$ cat src/uart_pkg.sv
`default_nettype none

package uart_pkg;

  typedef enum logic [1:0]
  {
    PAR_NONE = 2'd0,
    PAR_ODD  = 2'd1,
    PAR_EVEN = 2'd2
  } parity_e;

  // 4 bits in total
  typedef struct packed
  {
    logic    data_bits8;  // 0 selects 7 data bits
    parity_e parity;
    logic    two_stop;
  } frame_cfg_t;

  // segments a..g on bits 6..0, active high
  typedef logic [6:0] seg_t;

  localparam int OVERSAMPLE = 16;  // ticks per bit
  localparam int MID_SAMPLE = 8;   // sample point inside a bit

endpackage

`default_nettype wire
$ cat src/rx_frame_if.sv
`default_nettype none

interface rx_frame_if;
  logic [7:0] data;
  logic       valid;  // one-cycle pulse at end of frame
  logic       parity_error;
  logic       stop_error;

  modport source (output data, output valid, output parity_error, output stop_error);

  modport sink (input data, input valid, input parity_error, input stop_error);

endinterface

`default_nettype wire

$ cat src/uart_loopback.sv
`default_nettype none

module uart_loopback #(
  parameter int CLKS_PER_TICK = 4
) (
  input  logic              clk,
  input  logic              reset,
  input  logic              tx_req,
  input  logic [7:0]        tx_data,
  input  logic              data_bits8,
  input  uart_pkg::parity_e parity_mode,
  input  logic              two_stop,
  output logic              tx_ack,
  output logic              serial_line,
  output logic              rx_valid,
  output logic [7:0]        rx_data,
  output logic              parity_error,
  output logic              stop_error,
  output uart_pkg::seg_t    seg_ones,
  output uart_pkg::seg_t    seg_tens,
  output uart_pkg::seg_t    seg_hundreds
);

  import uart_pkg::*;

  frame_cfg_t cfg;
  logic       os_tick;
  logic       tx_busy;
  logic       rx_busy;

  rx_frame_if frame_bus ();

  assign rx_valid = frame_bus.valid;  // unregistered

  baud_gen #(.CLKS_PER_TICK(CLKS_PER_TICK)) u_baud (
    .clk(clk), .reset(reset), .os_tick(os_tick)
  );

  line_config u_cfg (
    .clk(clk), .reset(reset), .data_bits8(data_bits8), .parity_mode(parity_mode),
    .two_stop(two_stop), .tx_busy(tx_busy), .rx_busy(rx_busy), .cfg(cfg)
  );

  uart_tx u_tx (
    .clk(clk), .reset(reset), .os_tick(os_tick), .cfg(cfg), .tx_req(tx_req),
    .tx_data(tx_data), .tx_ack(tx_ack), .tx_busy(tx_busy), .serial_line(serial_line)
  );

  // loopback path
  uart_rx u_rx (
    .clk(clk), .reset(reset), .os_tick(os_tick), .cfg(cfg), .serial_line(serial_line),
    .rx_busy(rx_busy), .frame(frame_bus.source)
  );

  rx_display u_disp (
    .clk(clk), .reset(reset), .frame(frame_bus.sink), .rx_data(rx_data),
    .parity_error(parity_error), .stop_error(stop_error),
    .seg_ones(seg_ones), .seg_tens(seg_tens), .seg_hundreds(seg_hundreds)
  );

endmodule

`default_nettype wire

$ cat src/rx_display.sv
`default_nettype none

module rx_display (
  input  logic           clk,
  input  logic           reset,
  rx_frame_if.sink       frame,
  output logic [7:0]     rx_data,
  output logic           parity_error,
  output logic           stop_error,
  output uart_pkg::seg_t seg_ones,
  output uart_pkg::seg_t seg_tens,
  output uart_pkg::seg_t seg_hundreds
);

  import uart_pkg::*;

  logic [11:0] bcd;

  // double dabble, add 3 before each shift
  function automatic logic [11:0] to_bcd(input logic [7:0] bin);
    logic [11:0] acc;
    acc = '0;
    for (int i = 7; i >= 0; i--)
    begin
      if (acc[3:0] > 4'd4)
        acc[3:0] = acc[3:0] + 4'd3;
      if (acc[7:4] > 4'd4)
        acc[7:4] = acc[7:4] + 4'd3;
      acc = {acc[10:0], bin[i]};
    end
    return acc;
  endfunction

  function automatic seg_t to_seg(input logic [3:0] digit);
    case (digit)
      4'd1:    return 7'b0110000;
      4'd2:    return 7'b1101101;
      4'd3:    return 7'b1111001;
      4'd4:    return 7'b0110011;
      4'd5:    return 7'b1011011;
      4'd6:    return 7'b0011111;
      4'd7:    return 7'b1110000;
      4'd8:    return 7'b1111111;
      4'd9:    return 7'b1111011;
      default: return 7'b1111110;  // 0 and out of range
    endcase
  endfunction

  always_ff @(posedge clk or posedge reset)
  begin
    if (reset)
    begin
      rx_data      <= '0;
      parity_error <= 1'b0;
      stop_error   <= 1'b0;
    end
    else if (frame.valid)
    begin
      rx_data      <= frame.data;
      parity_error <= frame.parity_error;
      stop_error   <= frame.stop_error;
    end
  end

  always_comb
  begin
    bcd          = to_bcd(rx_data);
    seg_ones     = to_seg(bcd[3:0]);
    seg_tens     = to_seg(bcd[7:4]);
    seg_hundreds = to_seg(bcd[11:8]);
  end

endmodule

`default_nettype wire

$ cat src/uart_rx.sv
`default_nettype none

module uart_rx (
  input  logic                 clk,
  input  logic                 reset,
  input  logic                 os_tick,
  input  uart_pkg::frame_cfg_t cfg,
  input  logic                 serial_line,
  output logic                 rx_busy,
  rx_frame_if.source           frame
);

  import uart_pkg::*;

  localparam int TW = $clog2(OVERSAMPLE);
  localparam logic [TW-1:0] LAST_TICK = TW'(OVERSAMPLE - 1);
  localparam logic [TW-1:0] MID_TICK  = TW'(MID_SAMPLE - 1);

  typedef enum logic [2:0] {IDLE, START, DATA, PARITY, STOP} state_e;

  state_e        state;
  logic [TW-1:0] tick_cnt;
  logic [2:0]    bit_idx;
  logic          stop_idx;
  logic          par_acc;
  logic [7:0]    data_r;
  logic          par_err_r;
  logic          stop_err_r;
  logic          valid_r;
  logic          bit_end;
  logic          start_ok;
  logic [2:0]    last_idx;

  assign bit_end  = os_tick && (tick_cnt == LAST_TICK);
  assign start_ok = os_tick && (state == START) && (tick_cnt == MID_TICK) && !serial_line;
  assign last_idx = cfg.data_bits8 ? 3'd7 : 3'd6;
  assign rx_busy  = (state != IDLE);

  assign frame.data         = data_r;
  assign frame.valid        = valid_r;
  assign frame.parity_error = par_err_r;
  assign frame.stop_error   = stop_err_r;

  // cleared per frame so bit 7 reads 0 in 7-bit mode
  always_ff @(posedge clk)
  begin
    if (start_ok)
      data_r <= '0;
    else if (bit_end && state == DATA)
      data_r[bit_idx] <= serial_line;
  end

  always_ff @(posedge clk or posedge reset)
  begin
    if (reset)
    begin
      state      <= IDLE;
      tick_cnt   <= '0;
      bit_idx    <= '0;
      stop_idx   <= 1'b0;
      par_acc    <= 1'b0;
      par_err_r  <= 1'b0;
      stop_err_r <= 1'b0;
      valid_r    <= 1'b0;
    end
    else
    begin
      valid_r <= 1'b0;
      if (os_tick)
      begin
        case (state)
          IDLE:
          begin
            if (!serial_line)
            begin
              state    <= START;
              tick_cnt <= TW'(1);  // this tick counts
            end
          end
          START:
          begin
            if (tick_cnt != MID_TICK)
              tick_cnt <= tick_cnt + 1'b1;
            else if (start_ok)
            begin
              state      <= DATA;
              tick_cnt   <= '0;
              bit_idx    <= '0;
              par_acc    <= 1'b0;
              par_err_r  <= 1'b0;
              stop_err_r <= 1'b0;
            end
            else
              state <= IDLE;  // glitch, not a start bit
          end
          default:
          begin
            tick_cnt <= bit_end ? '0 : tick_cnt + 1'b1;
            if (bit_end)
            begin
              if (state == DATA)
              begin
                par_acc <= par_acc ^ serial_line;
                bit_idx <= bit_idx + 3'd1;
                if (bit_idx == last_idx)
                begin
                  state    <= (cfg.parity != PAR_NONE) ? PARITY : STOP;
                  stop_idx <= 1'b0;
                end
              end
              else if (state == PARITY)
              begin
                par_err_r <= (par_acc ^ serial_line) != (cfg.parity == PAR_ODD);
                state     <= STOP;
              end
              else
              begin
                stop_err_r <= stop_err_r | ~serial_line;
                if (cfg.two_stop && !stop_idx)
                  stop_idx <= 1'b1;
                else
                begin
                  state   <= IDLE;  // report at mid of last stop bit
                  valid_r <= 1'b1;
                end
              end
            end
          end
        endcase
      end
    end
  end

endmodule

`default_nettype wire

$ cat src/uart_tx.sv
`default_nettype none

module uart_tx (
  input  logic                 clk,
  input  logic                 reset,
  input  logic                 os_tick,
  input  uart_pkg::frame_cfg_t cfg,
  input  logic                 tx_req,
  input  logic [7:0]           tx_data,
  output logic                 tx_ack,
  output logic                 tx_busy,
  output logic                 serial_line
);

  import uart_pkg::*;

  localparam int TW = $clog2(OVERSAMPLE);
  localparam logic [TW-1:0] LAST_TICK = TW'(OVERSAMPLE - 1);

  typedef enum logic [2:0] {IDLE, START, DATA, PARITY, STOP} state_e;

  state_e        state;
  logic [TW-1:0] tick_cnt;
  logic [2:0]    bit_idx;
  logic          stop_idx;
  logic [7:0]    data_r;
  logic          take;
  logic          bit_end;
  logic [2:0]    last_idx;
  logic          par_bit;

  assign take     = (state == IDLE) && tx_req && !tx_ack;
  assign bit_end  = os_tick && (tick_cnt == LAST_TICK);
  assign last_idx = cfg.data_bits8 ? 3'd7 : 3'd6;
  assign tx_busy  = (state != IDLE);
  // odd parity inverts the plain xor of the data bits
  assign par_bit  = ^{cfg.data_bits8 & data_r[7], data_r[6:0]} ^ (cfg.parity == PAR_ODD);

  always_ff @(posedge clk)
  begin
    if (take)
      data_r <= tx_data;
  end

  always_ff @(posedge clk or posedge reset)
  begin
    if (reset)
    begin
      state       <= IDLE;
      tick_cnt    <= '0;
      bit_idx     <= '0;
      stop_idx    <= 1'b0;
      tx_ack      <= 1'b0;
      serial_line <= 1'b1;
    end
    else
    begin
      if (take)
        tx_ack <= 1'b1;
      else if (!tx_req)
        tx_ack <= 1'b0;

      if (take)
      begin
        state       <= START;  // start bit begins with the ack
        serial_line <= 1'b0;
        tick_cnt    <= '0;
      end
      else if (state != IDLE && os_tick)
      begin
        tick_cnt <= bit_end ? '0 : tick_cnt + 1'b1;
        if (bit_end)
        begin
          case (state)
            START:
            begin
              state       <= DATA;
              bit_idx     <= '0;
              serial_line <= data_r[0];
            end
            DATA:
            begin
              if (bit_idx != last_idx)
              begin
                bit_idx     <= bit_idx + 3'd1;
                serial_line <= data_r[bit_idx + 3'd1];
              end
              else if (cfg.parity != PAR_NONE)
              begin
                state       <= PARITY;
                serial_line <= par_bit;
              end
              else
              begin
                state       <= STOP;
                stop_idx    <= 1'b0;
                serial_line <= 1'b1;
              end
            end
            PARITY:
            begin
              state       <= STOP;
              stop_idx    <= 1'b0;
              serial_line <= 1'b1;
            end
            default:
            begin
              if (cfg.two_stop && !stop_idx)
                stop_idx <= 1'b1;
              else
                state <= IDLE;
            end
          endcase
        end
      end
    end
  end

endmodule

`default_nettype wire

$ cat src/line_config.sv
`default_nettype none

module line_config (
  input  logic                clk,
  input  logic                reset,
  input  logic                data_bits8,
  input  uart_pkg::parity_e   parity_mode,
  input  logic                two_stop,
  input  logic                tx_busy,
  input  logic                rx_busy,
  output uart_pkg::frame_cfg_t cfg
);

  import uart_pkg::*;

  // format only moves between frames, never inside one
  always_ff @(posedge clk or posedge reset)
  begin
    if (reset)
    begin
      cfg.data_bits8 <= 1'b1;
      cfg.parity     <= PAR_NONE;
      cfg.two_stop   <= 1'b0;
    end
    else if (!tx_busy && !rx_busy)
    begin
      cfg.data_bits8 <= data_bits8;
      cfg.parity     <= parity_mode;
      cfg.two_stop   <= two_stop;
    end
  end

endmodule

`default_nettype wire

$ cat src/baud_gen.sv
`default_nettype none

module baud_gen #(
  parameter int CLKS_PER_TICK = 4
) (
  input  logic clk,
  input  logic reset,
  output logic os_tick
);

  localparam int CW = (CLKS_PER_TICK > 1) ? $clog2(CLKS_PER_TICK) : 1;
  localparam logic [CW-1:0] LAST = CW'(CLKS_PER_TICK - 1);

  logic [CW-1:0] count;

  always_ff @(posedge clk or posedge reset)
  begin
    if (reset)
    begin
      count   <= '0;
      os_tick <= 1'b0;
    end
    else
    begin
      os_tick <= (count == LAST);
      count   <= (count == LAST) ? '0 : count + 1'b1;
    end
  end

endmodule

`default_nettype wire

$ cat config.mk
export PLATFORM = sky130hd
export DESIGN_NAME = uart_loopback
export DESIGN_NICKNAME = d
export VERILOG_FILES = /design/src/uart_pkg.sv /design/src/rx_frame_if.sv /design/src/uart_loopback.sv /design/src/rx_display.sv /design/src/uart_rx.sv /design/src/uart_tx.sv /design/src/line_config.sv /design/src/baud_gen.sv
export SDC_FILE = /design/constraint.sdc
export NUM_CORES = 1
export LEC_CHECK = 0
export BUFFER_PORTS_ARGS = -buffer_cell sky130_fd_sc_hd__buf_2
export CAP_MARGIN = 40
export CORE_MARGIN = 1
export CORE_UTILIZATION = 40
export CTS_CLUSTER_SIZE = 14
export DETAILED_ROUTE_END_ITERATION = 16
export GPL_TIMING_DRIVEN = 0
export SYNTH_ARGS = -nofsm -noshare
export SYNTH_HDL_FRONTEND = slang
export SYNTH_SLANG_ARGS = --single-unit
$ cat constraint.sdc
create_clock -name clk -period 7.5 [get_ports clk]
set_clock_uncertainty 0.2 [all_clocks]
set_input_delay 1.5 -clock clk [delete_from_list [all_inputs] [get_ports clk]]
set_output_delay 1.5 -clock clk [all_outputs]
set_load 0.01 [all_outputs]
# Word level (Yosys, flattened, before mapping)
# Memory sizes are Yosys's and may differ from the RTL's.
# Index checks and enable logic that the tools add are counted.
word_totals:
  word_cells: 218
  romBits: 224
  n_memories: 2
  output_inout_bits: 34
  reg_bits: 61
classes:
  muxes: 81
  n_lt_le_gt_ge: 10
  addsub: 12
  n_bitwise: 9
  reduce_logical: 46
  n_eq_ne: 34
memory_table:
  columns: ["name", "words", "width", "read_ports", "rd_ports_with_merged_regs", "write_ports", "line_no", "source"]
  rows:
  - ["(name not given)", 16, 7, 1, 0, 0, "rx_display.sv:35", "case (digit)"]
  - ["(name not given)", 16, 7, 1, 0, 0, "rx_display.sv:35", null]
ops:
  columns: ["cell", "count"]
  rows:
  - ["$mux W4", 14]
  - ["$mux W3", 18]
  - ["$mux W1", 33]
  - ["$pmux W7 S3", 1]
  - ["$reduce_and A7 Y1", 3]
  - ["$add A4 B2 Y4 const B", 5]
  - ["$gt A4 B3 Y1 const B", 5]
  - ["$pmux W3 S2", 3]
  - ["$reduce_and A6 Y1", 3]
  - ["$reduce_bool A2 Y1", 8]
  - ["$logic_and A1 B1 Y1", 13]
  - ["$eq A3 B2 Y1 const B", 4]
  - ["$ne A2 B1 Y1 const B", 6]
  - ["$reduce_bool A3 Y1", 4]
  - ["$ne A2 B2 Y1 const B", 5]
  - ["$pmux W3 S3", 1]
  - ["$add A3 B2 Y4 const B", 2]
  - ["$add A4 B1 Y4 const B", 2]
  - ["$bwmux W8", 1]
  - ["$eq A4 B4 Y1 const B", 2]
  - ["$lt A3 B4 Y1 const B", 2]
  - ["$ne A4 B3 Y1 const B", 2]
  - ["$pmux W4 S2", 1]
  - ["$reduce_xor A8 Y1", 1]
  - ["other kinds (30)", 53]

# Depth between registers and ports, before layout
# Gate-level depths: netlist of run 1.
depth:
  depth_word: 12
  ltp_mapped: 26
  depth_no_buf: 26

# Cells and area by module
# A second synthesis of run 1 with hierarchy kept.
hier_totals:
  cells_unflattened: 562
  hier_area_um2: 4971.0
by_module_without_submodules:
  columns: ["mod", "n_inst", "cells_per_inst", "area_each_um2"]
  rows:
  - ["rx_display", 1, 314, 2223.4]
  - ["uart_rx", 1, 133, 1331.3]
  - ["uart_tx", 1, 99, 1144.8]
  - ["line_config", 1, 10, 176.4]
  - ["baud_gen", 1, 6, 95.1]

# Least setup slack after synthesis of run 1
# No wires, ideal clock.
synth_timing:
  path_type: "reg-to-output"
  start: "register u_disp.rx_data[5]"
  end: "output port seg_ones[3]"
  stages_incl_launch_ff: 24
  t_arrival_ns: 4.783
  setup_slack_ns: 1.017
  path_cell_list: "dfrtp_1 -> inv_1 -> ha_1 -> inv_1 -> ha_1 -> or2_1 -> a31oi_2 -> o31a_1 -> nor2_1 -> nand2_1 -> a21oi_1 -> a31oi_1 -> ha_1 -> nor3_1 -> or3_4 -> or3_1 -> nand2_1 -> ha_1 -> inv_1 -> a21o_2 -> xnor2_1 -> ha_1 -> mux2_1 -> nand2_1"
synth_via:
  elab_chain_cells: 11
synth_lines:
  columns: ["element", "line_no", "source"]
  rows:
  - ["start: declaration", "rx_display.sv:7", "output logic [7:0] rx_data,"]
  - ["start signal: assignment", "rx_display.sv:59", "rx_data <= frame.data;"]
  - ["$add A3 B2 Y4 or $gt A3 B3 Y1 (tied branches)", "rx_display.sv:26, rx_display.sv:25", null]
  - ["$mux W4 *", "rx_display.sv:25", "if (acc[3:0] > 4'd4)"]
  - ["$add A4 B2 Y4 or $gt A4 B3 Y1 (tied branches)", "rx_display.sv:26, rx_display.sv:25", null]
  - ["$mux W4 *", "rx_display.sv:25", null]
  - ["$add A4 B2 Y4 or $gt A4 B3 Y1 (tied branches)", "rx_display.sv:26, rx_display.sv:25", null]
  - ["$mux W4 *", "rx_display.sv:25", null]
  - ["$gt A4 B3 Y1 or $add A4 B2 Y4 (tied branches)", "rx_display.sv:25, rx_display.sv:26", null]
  - ["$mux W4 *", "rx_display.sv:25", null]
  - ["$add A4 B2 Y4 or $gt A4 B3 Y1 (tied branches)", "rx_display.sv:26, rx_display.sv:25", null]
  - ["$mux W4 *", "rx_display.sv:25", null]
  - ["$mem_v2 Z16 W7 *", null, null]
  - ["end: declaration", "uart_loopback.sv:19", "output uart_pkg::seg_t seg_ones,"]
# Mark *: on every way between the ends. The rest lies on a longest branch, timed or not.

# Worst setup path in the final report of run 1
layout_timing:
  start: "register u_disp.rx_data[6]"
  end: "output port seg_tens[0]"
layout_via:
  elab_chain_cells: 11
layout_lines:
  columns: ["element", "line_no", "source"]
  rows:
  - ["$add A3 B2 Y4 or $gt A3 B3 Y1 (tied branches)", "rx_display.sv:26, rx_display.sv:25", null]
  - ["$mux W4 *", "rx_display.sv:25", null]
  - ["$add A4 B2 Y4 or $gt A4 B3 Y1 (tied branches)", "rx_display.sv:26, rx_display.sv:25", null]
  - ["$mux W4", "rx_display.sv:25", null]
  - ["$gt A4 B3 Y1 or $add A4 B2 Y4 (tied branches)", "rx_display.sv:25, rx_display.sv:26", null]
  - ["$mux W4", "rx_display.sv:25", null]
  - ["$add A4 B2 Y4 (tied with other cells)", "rx_display.sv:26", "acc[3:0] = acc[3:0] + 4'd3;"]
  - ["$mux W4 (on tied branches)", "rx_display.sv:25, rx_display.sv:27", null]
  - ["$add A4 B2 Y4 (tied with other cells)", "rx_display.sv:28", "acc[7:4] = acc[7:4] + 4'd3;"]
  - ["$mux W4 (on tied branches)", "rx_display.sv:27, rx_display.sv:25", null]
  - ["$mem_v2 Z16 W7 *", null, null]
  - ["end: declaration", "uart_loopback.sv:20", "output uart_pkg::seg_t seg_tens,"]
# Marked as above.

==> results_dict.tcl, run 1 <==
set metrics [dict create \
    drc 0 \
    tightest_slew_ns 0.587 \
    max-cap-violations 0 \
    async_flop_share 0.738 \
    dieArea_um2 11300 \
    crit_path_max_fanout 7 \
    clkSinkCount 61 \
    regArea_um2 1530 \
    startpoint_type "register" \
    chipWidth_um 106 \
    fmax_mhz 139 \
    hold_buffers 0 \
    final_core_util 0.492 \
    tns_ns 0 \
    multiInputGateArea_um2 2690 \
    antenna_found_initial 0 \
    wl_per_cell_um 13.5 \
    holdPathStages 1 \
    relSlewSlack 0.605 \
    hold_viol_final 0 \
    end_kind "primary output" \
    hp-class "reg -> reg" \
    p_leak_nw 2.11 \
    clockRootBuffer "clkbuf_8" \
    dpl_cell_area_um2 4770 \
    finalCritPeriodShare 0.957 \
    final_nets 600 \
    dr.pass1.iters 4 \
    path_clk_slew_ns 0.07 \
    grt_pass1_wl_mm 16.2 \
    avgSynthCellArea_um2 8.79 \
    overflow 0 \
    required_ns 5.80 \
    irDropWorstVdd_uv 145 \
    drt_iter0_markers 199 \
    synth_ff_type "dfrtp_1" \
    outcome "completed" \
    die_h_um 106 \
    cts_tree "done" \
    finalCriticalPeriod_ns 7.18 \
    worstPathArrival_ns 5.48 \
    drt-total-wl_mm 9.46 \
    insertion_delay_ns 0.34 \
    initial_core_util 0.416 \
    finalPower_w 0.000669 \
    vias_per_cell 5.38 \
    timing.final.setup_violations 0 \
    synth_warnings 0 \
    ys_ff_latch 61 \
    maxSlewViolCount 0 \
    ys_seq_area_frac 0.353 \
    antenna_cells 0 \
    synth_area_um2 4330 \
    rows 37 \
    drive_gt1_frac 0.222 \
    worstRegToRegCells 9 \
    syn_inst 493 \
    synth_edf_count 8 \
    grt_max_degree 24 \
    final_area_um2 5130 \
    fillCellCount 1015 \
    gp_congestion 0.869 \
    synth_nets 531 \
    worst_slack_ns 0.324 \
    synthDistinctLibCells 78 \
    first_global_vias 3555 \
    critPathKind "reg -> out" \
    core_area_um2 10400 \
    vias 3783 \
    cts-htree-levels 3 \
    grt_usage 0.177 \
    hpwlAfterDp_mm 7.16 \
    clock_path_buffers 2 \
    drtAntennaViolNets 0 \
    port_buffers 47 \
    dpl_worst_slack_ns 0.340 \
    cts_inserted_buffers 9 \
    powerDensity_nw_per_um2 131 \
    floorplan.io_pins 49 \
    areaGrowthSynthToFinish_pct 18.3 \
]
-- stage by stage --
stage          instances  hold WS (ns)
2_1_floorplan        493         0.203
3_3_place_gp         676         0.214
3_5_place_dp         678         0.221
4_1_cts              694         0.231
5_1_grt              703         0.254
6_report             703         0.224
-- cell families (layout without fill, tap and decap cells) --
logic type	Yosys count	after routing	share of synthesized area
compound gates	127	127	0.195
xor+xnor	20	20	0.0439
fa+ha+maj	23	23	0.0664
buf+inv	46	120	0.0427
flops	61	61	0.353
mux	26	26	0.0730
other cells	1	1	0.000865
simple gates	189	189	0.225
-- flip-flops by register name, indices dropped and copies added (netlist names), 2 cells and up --
signal           flops
u_baud.count         2
u_tx.bit_idx         3
u_disp.rx_data       8
u_tx.data_r          8
u_cfg.cfg            4
u_rx.frame.data      8
u_rx.tick_cnt        4
u_tx.tick_cnt        4
u_tx.state           3
u_rx.state           3
u_rx.bit_idx         3
-- cell usage after synthesis, drive strengths merged, types with 3 or more instances --
| master | instances | area (um2) |
|---|---|---|
| a211oi | 6 | 50.1 |
| a21o | 4 | 32.5 |
| a21oi | 18 | 90.1 |
| a22oi | 5 | 37.5 |
| a31oi | 6 | 43.8 |
| and2 | 5 | 31.3 |
| and3 | 4 | 25.0 |
| buf | 7 | 38.8 |
| clkbuf | 14 | 52.6 |
| dfrtp | 43 | 1080 |
| dfxtp | 8 | 160 |
| edfxtp | 8 | 240 |
| ha | 23 | 288 |
| inv | 25 | 93.8 |
| mux2 | 9 | 101 |
| mux2i | 15 | 170 |
| nand2 | 59 | 221 |
| nand2b | 10 | 62.6 |
| nand3 | 13 | 70.1 |
| nand3b | 7 | 52.6 |
| nand4 | 5 | 31.3 |
| nor2 | 41 | 161 |
| nor2b | 11 | 68.8 |
| nor3 | 15 | 80.1 |
| nor3b | 3 | 22.5 |
| nor4 | 5 | 61.3 |
| o211ai | 3 | 27.5 |
| o21ai | 52 | 264 |
| o31ai | 6 | 55.1 |
| or2 | 3 | 18.8 |
| or3 | 4 | 30.0 |
| xnor2 | 15 | 131 |
| xor2 | 5 | 58.8 |
-- final cells by class --
| class | count | share of cell area |
|---|---|---|
| plain buffers | 21 | 0.0178 |
| clock buffers | 9 | 0.0242 |
| clock inverters | 7 | 0.0176 |
| inverters | 25 | 0.0183 |
| multi-input cells | 386 | 0.525 |
| flip-flops and latches | 61 | 0.299 |
| well taps | 136 | 0.0332 |
| repair buffers | 58 | 0.0652 |
-- worst max-delay path: stages, from the launching register on --
cell and delay (ns):
dfrtp_1 0.43, inv_1 0.11, ha_2 0.20, inv_1 0.07, ha_2 0.22, and2_1 0.20
nor4_4 0.40, o31a_1 0.27, nor2_1 0.10, nand2_1 0.10, a21oi_1 0.07, a31oi_1 0.23
ha_2 0.26, nor3_1 0.07, or3_4 0.39, or3_1 0.39, nand2_2 0.12, ha_2 0.21
nor2_1 0.07, mux2i_4 0.24, inv_1 0.11, ha_1 0.26, o22a_1 0.17, o221ai_1 0.18
o21bai_1 0.13, buf_2 0.14
-- report_power, final --
group / switching [W] / leakage, nW / internal [W]
Clock: 0.000132 / 0.105 / 0.000185
Combinational: 0.00000807 / 1.29 / 0.00000649
Sequential: 0.00000139 / 0.723 / 0.000336
Total: 0.000142 / 2.11 / 0.000527
-- layout by cell type (no fill, tap or decap), types with 9 or more instances in the layout --
master,n
buf_2,51
nor2b_1,11
a21oi_1,18
clkbuf_1,14
clkbuf_8,9
inv_1,24
xnor2_1,13
buf_4,11
nand3_1,12
nand2b_1,10
nor3_1,14
nand2_1,58
dfrtp_1,42
ha_1,17
mux2i_1,12
o21ai_0,48
nor2_1,40
-- per-layer routing --
metal  vias up  share of wire  GRT usage
met2        83           0.49      0.302
li1       1906              -          -
met3        13          0.033     0.0233
met1      1781           0.46      0.227
met5         -              0          0
met4         0          0.014     0.0694
-- final timing paths --
check	start	end	slack (ns)
max	u_disp.rx_data[6]	seg_tens[0]	0.32
min	u_baud.count[0]	u_baud.count[0]	0.22
min reg2reg	u_baud.count[0]	u_baud.count[0]	0.22
max reg2reg	u_rx.state[2]	u_rx.state[1]	4.85
min in group asynchronous	reset	u_tx.bit_idx[0]	1.00
max in group asynchronous	reset	u_tx.serial_line	5.53
-- what timing repair did --
action                                  in CTS  in global routing
buffers inserted                             0                  9
endpoints found under the setup margin       1                 13
gates cloned                                 0                  0
gates resized for setup                      1                 13
pin swaps                                    0                  3
Note: power is estimated with default switching activity, not from simulation.
==> run 2, diff against run 1 <==
--- a/config.mk
+++ b/config.mk
@@ -5,6 +5,7 @@
 export SDC_FILE = /design/constraint.sdc
 export NUM_CORES = 1
 export LEC_CHECK = 0
+export ABC_CLOCK_PERIOD_IN_PS = 7700
 export BUFFER_PORTS_ARGS = -buffer_cell sky130_fd_sc_hd__buf_2
 export CAP_MARGIN = 40
 export CORE_MARGIN = 1
@@ -12,6 +13,7 @@
 export CTS_CLUSTER_SIZE = 14
 export DETAILED_ROUTE_END_ITERATION = 16
 export GPL_TIMING_DRIVEN = 0
+export REMOVE_ABC_BUFFERS = 1
 export SYNTH_ARGS = -nofsm -noshare
 export SYNTH_HDL_FRONTEND = slang
 export SYNTH_SLANG_ARGS = --single-unit
==> constraint.sdc (replaced) <==
create_clock -name clk -period 7.7 [get_ports clk]
set_clock_uncertainty 0.2 [all_clocks]
set_input_delay 1.54 -clock clk [delete_from_list [all_inputs] [get_ports clk]]
set_output_delay 1.54 -clock clk [all_outputs]
set_load 0.01 [all_outputs]
==> run 2 against run 1 <==
Effect of this change: core utilization shrank 1.8 points; critical path depth shrank 1; clock power shrank 16%; hold slack gained 0.0086 ns; critical path type unchanged; critical endpoint is now seg_ones[3].
==> results_dict.tcl, run 2 (synthesis gave the netlist of run 1 again) <==
set metrics [dict create \
    wl_per_cell_um 13.4 \
    fmax_mhz 138 \
    path_clk_slew_ns 0.07 \
    cts-htree-levels 3 \
    crit_path_max_fanout 7 \
    dr.pass1.iters 5 \
    finalCriticalPeriod_ns 7.25 \
    grt_usage 0.172 \
    mostFrequentLayoutCells "58 x nand2_1, 48 x o21ai_0, 47 x buf_2" \
    holdCritStartpoint "u_baud.count[0]" \
    drc 0 \
    clockRootBuffer "clkbuf_8" \
    chipWidth_um 106 \
    die_h_um 106 \
    dieArea_um2 11300 \
    hold_viol_final 0 \
    port_buffers 47 \
    final_nets 573 \
    finalPower_w 0.000610 \
    reg2reg_to "u_rx.state[1]" \
    hpwlAfterDp_mm 6.69 \
    finalCritPeriodShare 0.942 \
    worstPathArrival_ns 5.51 \
    core_area_um2 10400 \
    areaGrowthSynthToFinish_pct 14.0 \
    drt_iter0_markers 204 \
    holdPathStages 1 \
    antenna_found_initial 0 \
    max-cap-violations 0 \
    drive_gt1_frac 0.206 \
    relSlewSlack 0.321 \
    grt_pass1_wl_mm 15.8 \
    r2r_slack_ns 4.93 \
    hold_buffers 0 \
    drt-total-wl_mm 9.07 \
    regArea_um2 1530 \
    critPathKind "reg -> out" \
    hold-path-endpoint "u_baud.count[0]" \
    gp_congestion 0.839 \
    antenna_cells 0 \
    fin_hold_ws_ns 0.233 \
    required_ns 5.96 \
    grt_max_degree 32 \
    dpl.cell_count 656 \
    reg2reg_from "u_baud.os_tick" \
    rows 37 \
    startpoint_type "register" \
    final_cells 676 \
    final_core_util 0.474 \
    end_kind "primary output" \
    timing.final.setup_violations 0 \
    maxSlewViolCount 0 \
    vias 3657 \
    overflow 0 \
    cts_inserted_buffers 9 \
    tightest_slew_ns 0.992 \
    clock_path_buffers 2 \
    first_global_vias 3429 \
    p_leak_nw 2.04 \
    irDropWorstVdd_uv 97.7 \
    tns_ns 0 \
    insertion_delay_ns 0.34 \
    cts_tree "done" \
    initial_core_util 0.416 \
    fillCellCount 1034 \
    vias_per_cell 5.41 \
    hp-class "reg -> reg" \
    floorplan.io_pins 49 \
    multiInputGateArea_um2 2680 \
    powerDensity_nw_per_um2 123 \
    worstRegToRegCells 8 \
    mostFrequentLayoutCell "nand2_1" \
    outcome "completed" \
    drtAntennaViolNets 0 \
    clkSinkCount 61 \
]
-- run 2: cell types whose count changed in the layout (fill, tap and decap cells not counted), moves of 2 or more --
cell / previous run / this run
buf_2: 51 / 47
buf_4: 11 / 4
clkbuf_1: 14 / 2
buf_1: 2 / 0
-- run 2: worst max path at each step --
| stage | start | to | slack [ns] | cells after the start |
|---|---|---|---|---|
| floorplan | u_disp.rx_data[5] | seg_ones[3] | 1.17 | 23 |
| finish | u_disp.rx_data[5] | seg_ones[3] | 0.45 | 24 |
| global route | u_disp.rx_data[5] | seg_tens[2] | -0.002 | 27 |
| CTS | u_disp.rx_data[5] | seg_tens[2] | 0.12 | 26 |
| detailed placement | u_disp.rx_data[5] | seg_tens[2] | 0.49 | 26 |
| global placement | u_disp.rx_data[5] | seg_tens[2] | 0.64 | 26 |
-- run 2: power breakdown --
group	internal (W)	switching, W	leakage [nW]
logic	0.00000561	0.00000804	1.22
registers	0.000327	0.00000133	0.723
clock network	0.000147	0.000121	0.0907
-- run 2: per-layer routing --
layer	wire length, um	vias up	GRT usage
li1	-	1848	-
met1	4260	1712	0.228
met2	4340	85	0.284
met3	330	12	0.0239
met4	133	0	0.0675
met5	0	-	0
-- run 2: repair_timing --
action | in CTS | in global routing
hold endpoints to repair | 0 | 0
buffers inserted | 0 | 4
resized for setup | 0 | 12
endpoints found under the setup margin | 0 | 10
-- run 2: through the flow --
step	setup WS, ns	cell area (um2)
detailed placement	0.492	4670
CTS	0.124	4850
global placement	0.644	4650
floorplan	1.17	4240
global route	-0.00224	4940
finish	0.448	4940
-- run 2: final cells by class --
cell class,count,area share
tap,136,0.0344
clock inverter,5,0.0104
multi-input combinational,386,0.542
clock buffer,11,0.0266
inverter,25,0.0190
timing repair buffer,52,0.0577
sequential,61,0.310
-- run 2: critical path, stage by stage, from the launching register on --
cell and delay [ns]:
dfrtp_2 0.47, inv_1 0.12, ha_2 0.20, inv_1 0.06
ha_2 0.22, and2_1 0.20, nor4_4 0.44, o31a_1 0.27
nor2_1 0.10, nand2_1 0.09, a21oi_1 0.07, a31oi_1 0.23
ha_2 0.25, nor3_1 0.06, or3_4 0.39, or3_1 0.38
nand2_2 0.12, ha_2 0.21, inv_1 0.04, a21o_2 0.24
xnor2_2 0.22, ha_1 0.29, mux2_1 0.30, nand2_1 0.07
buf_2 0.13
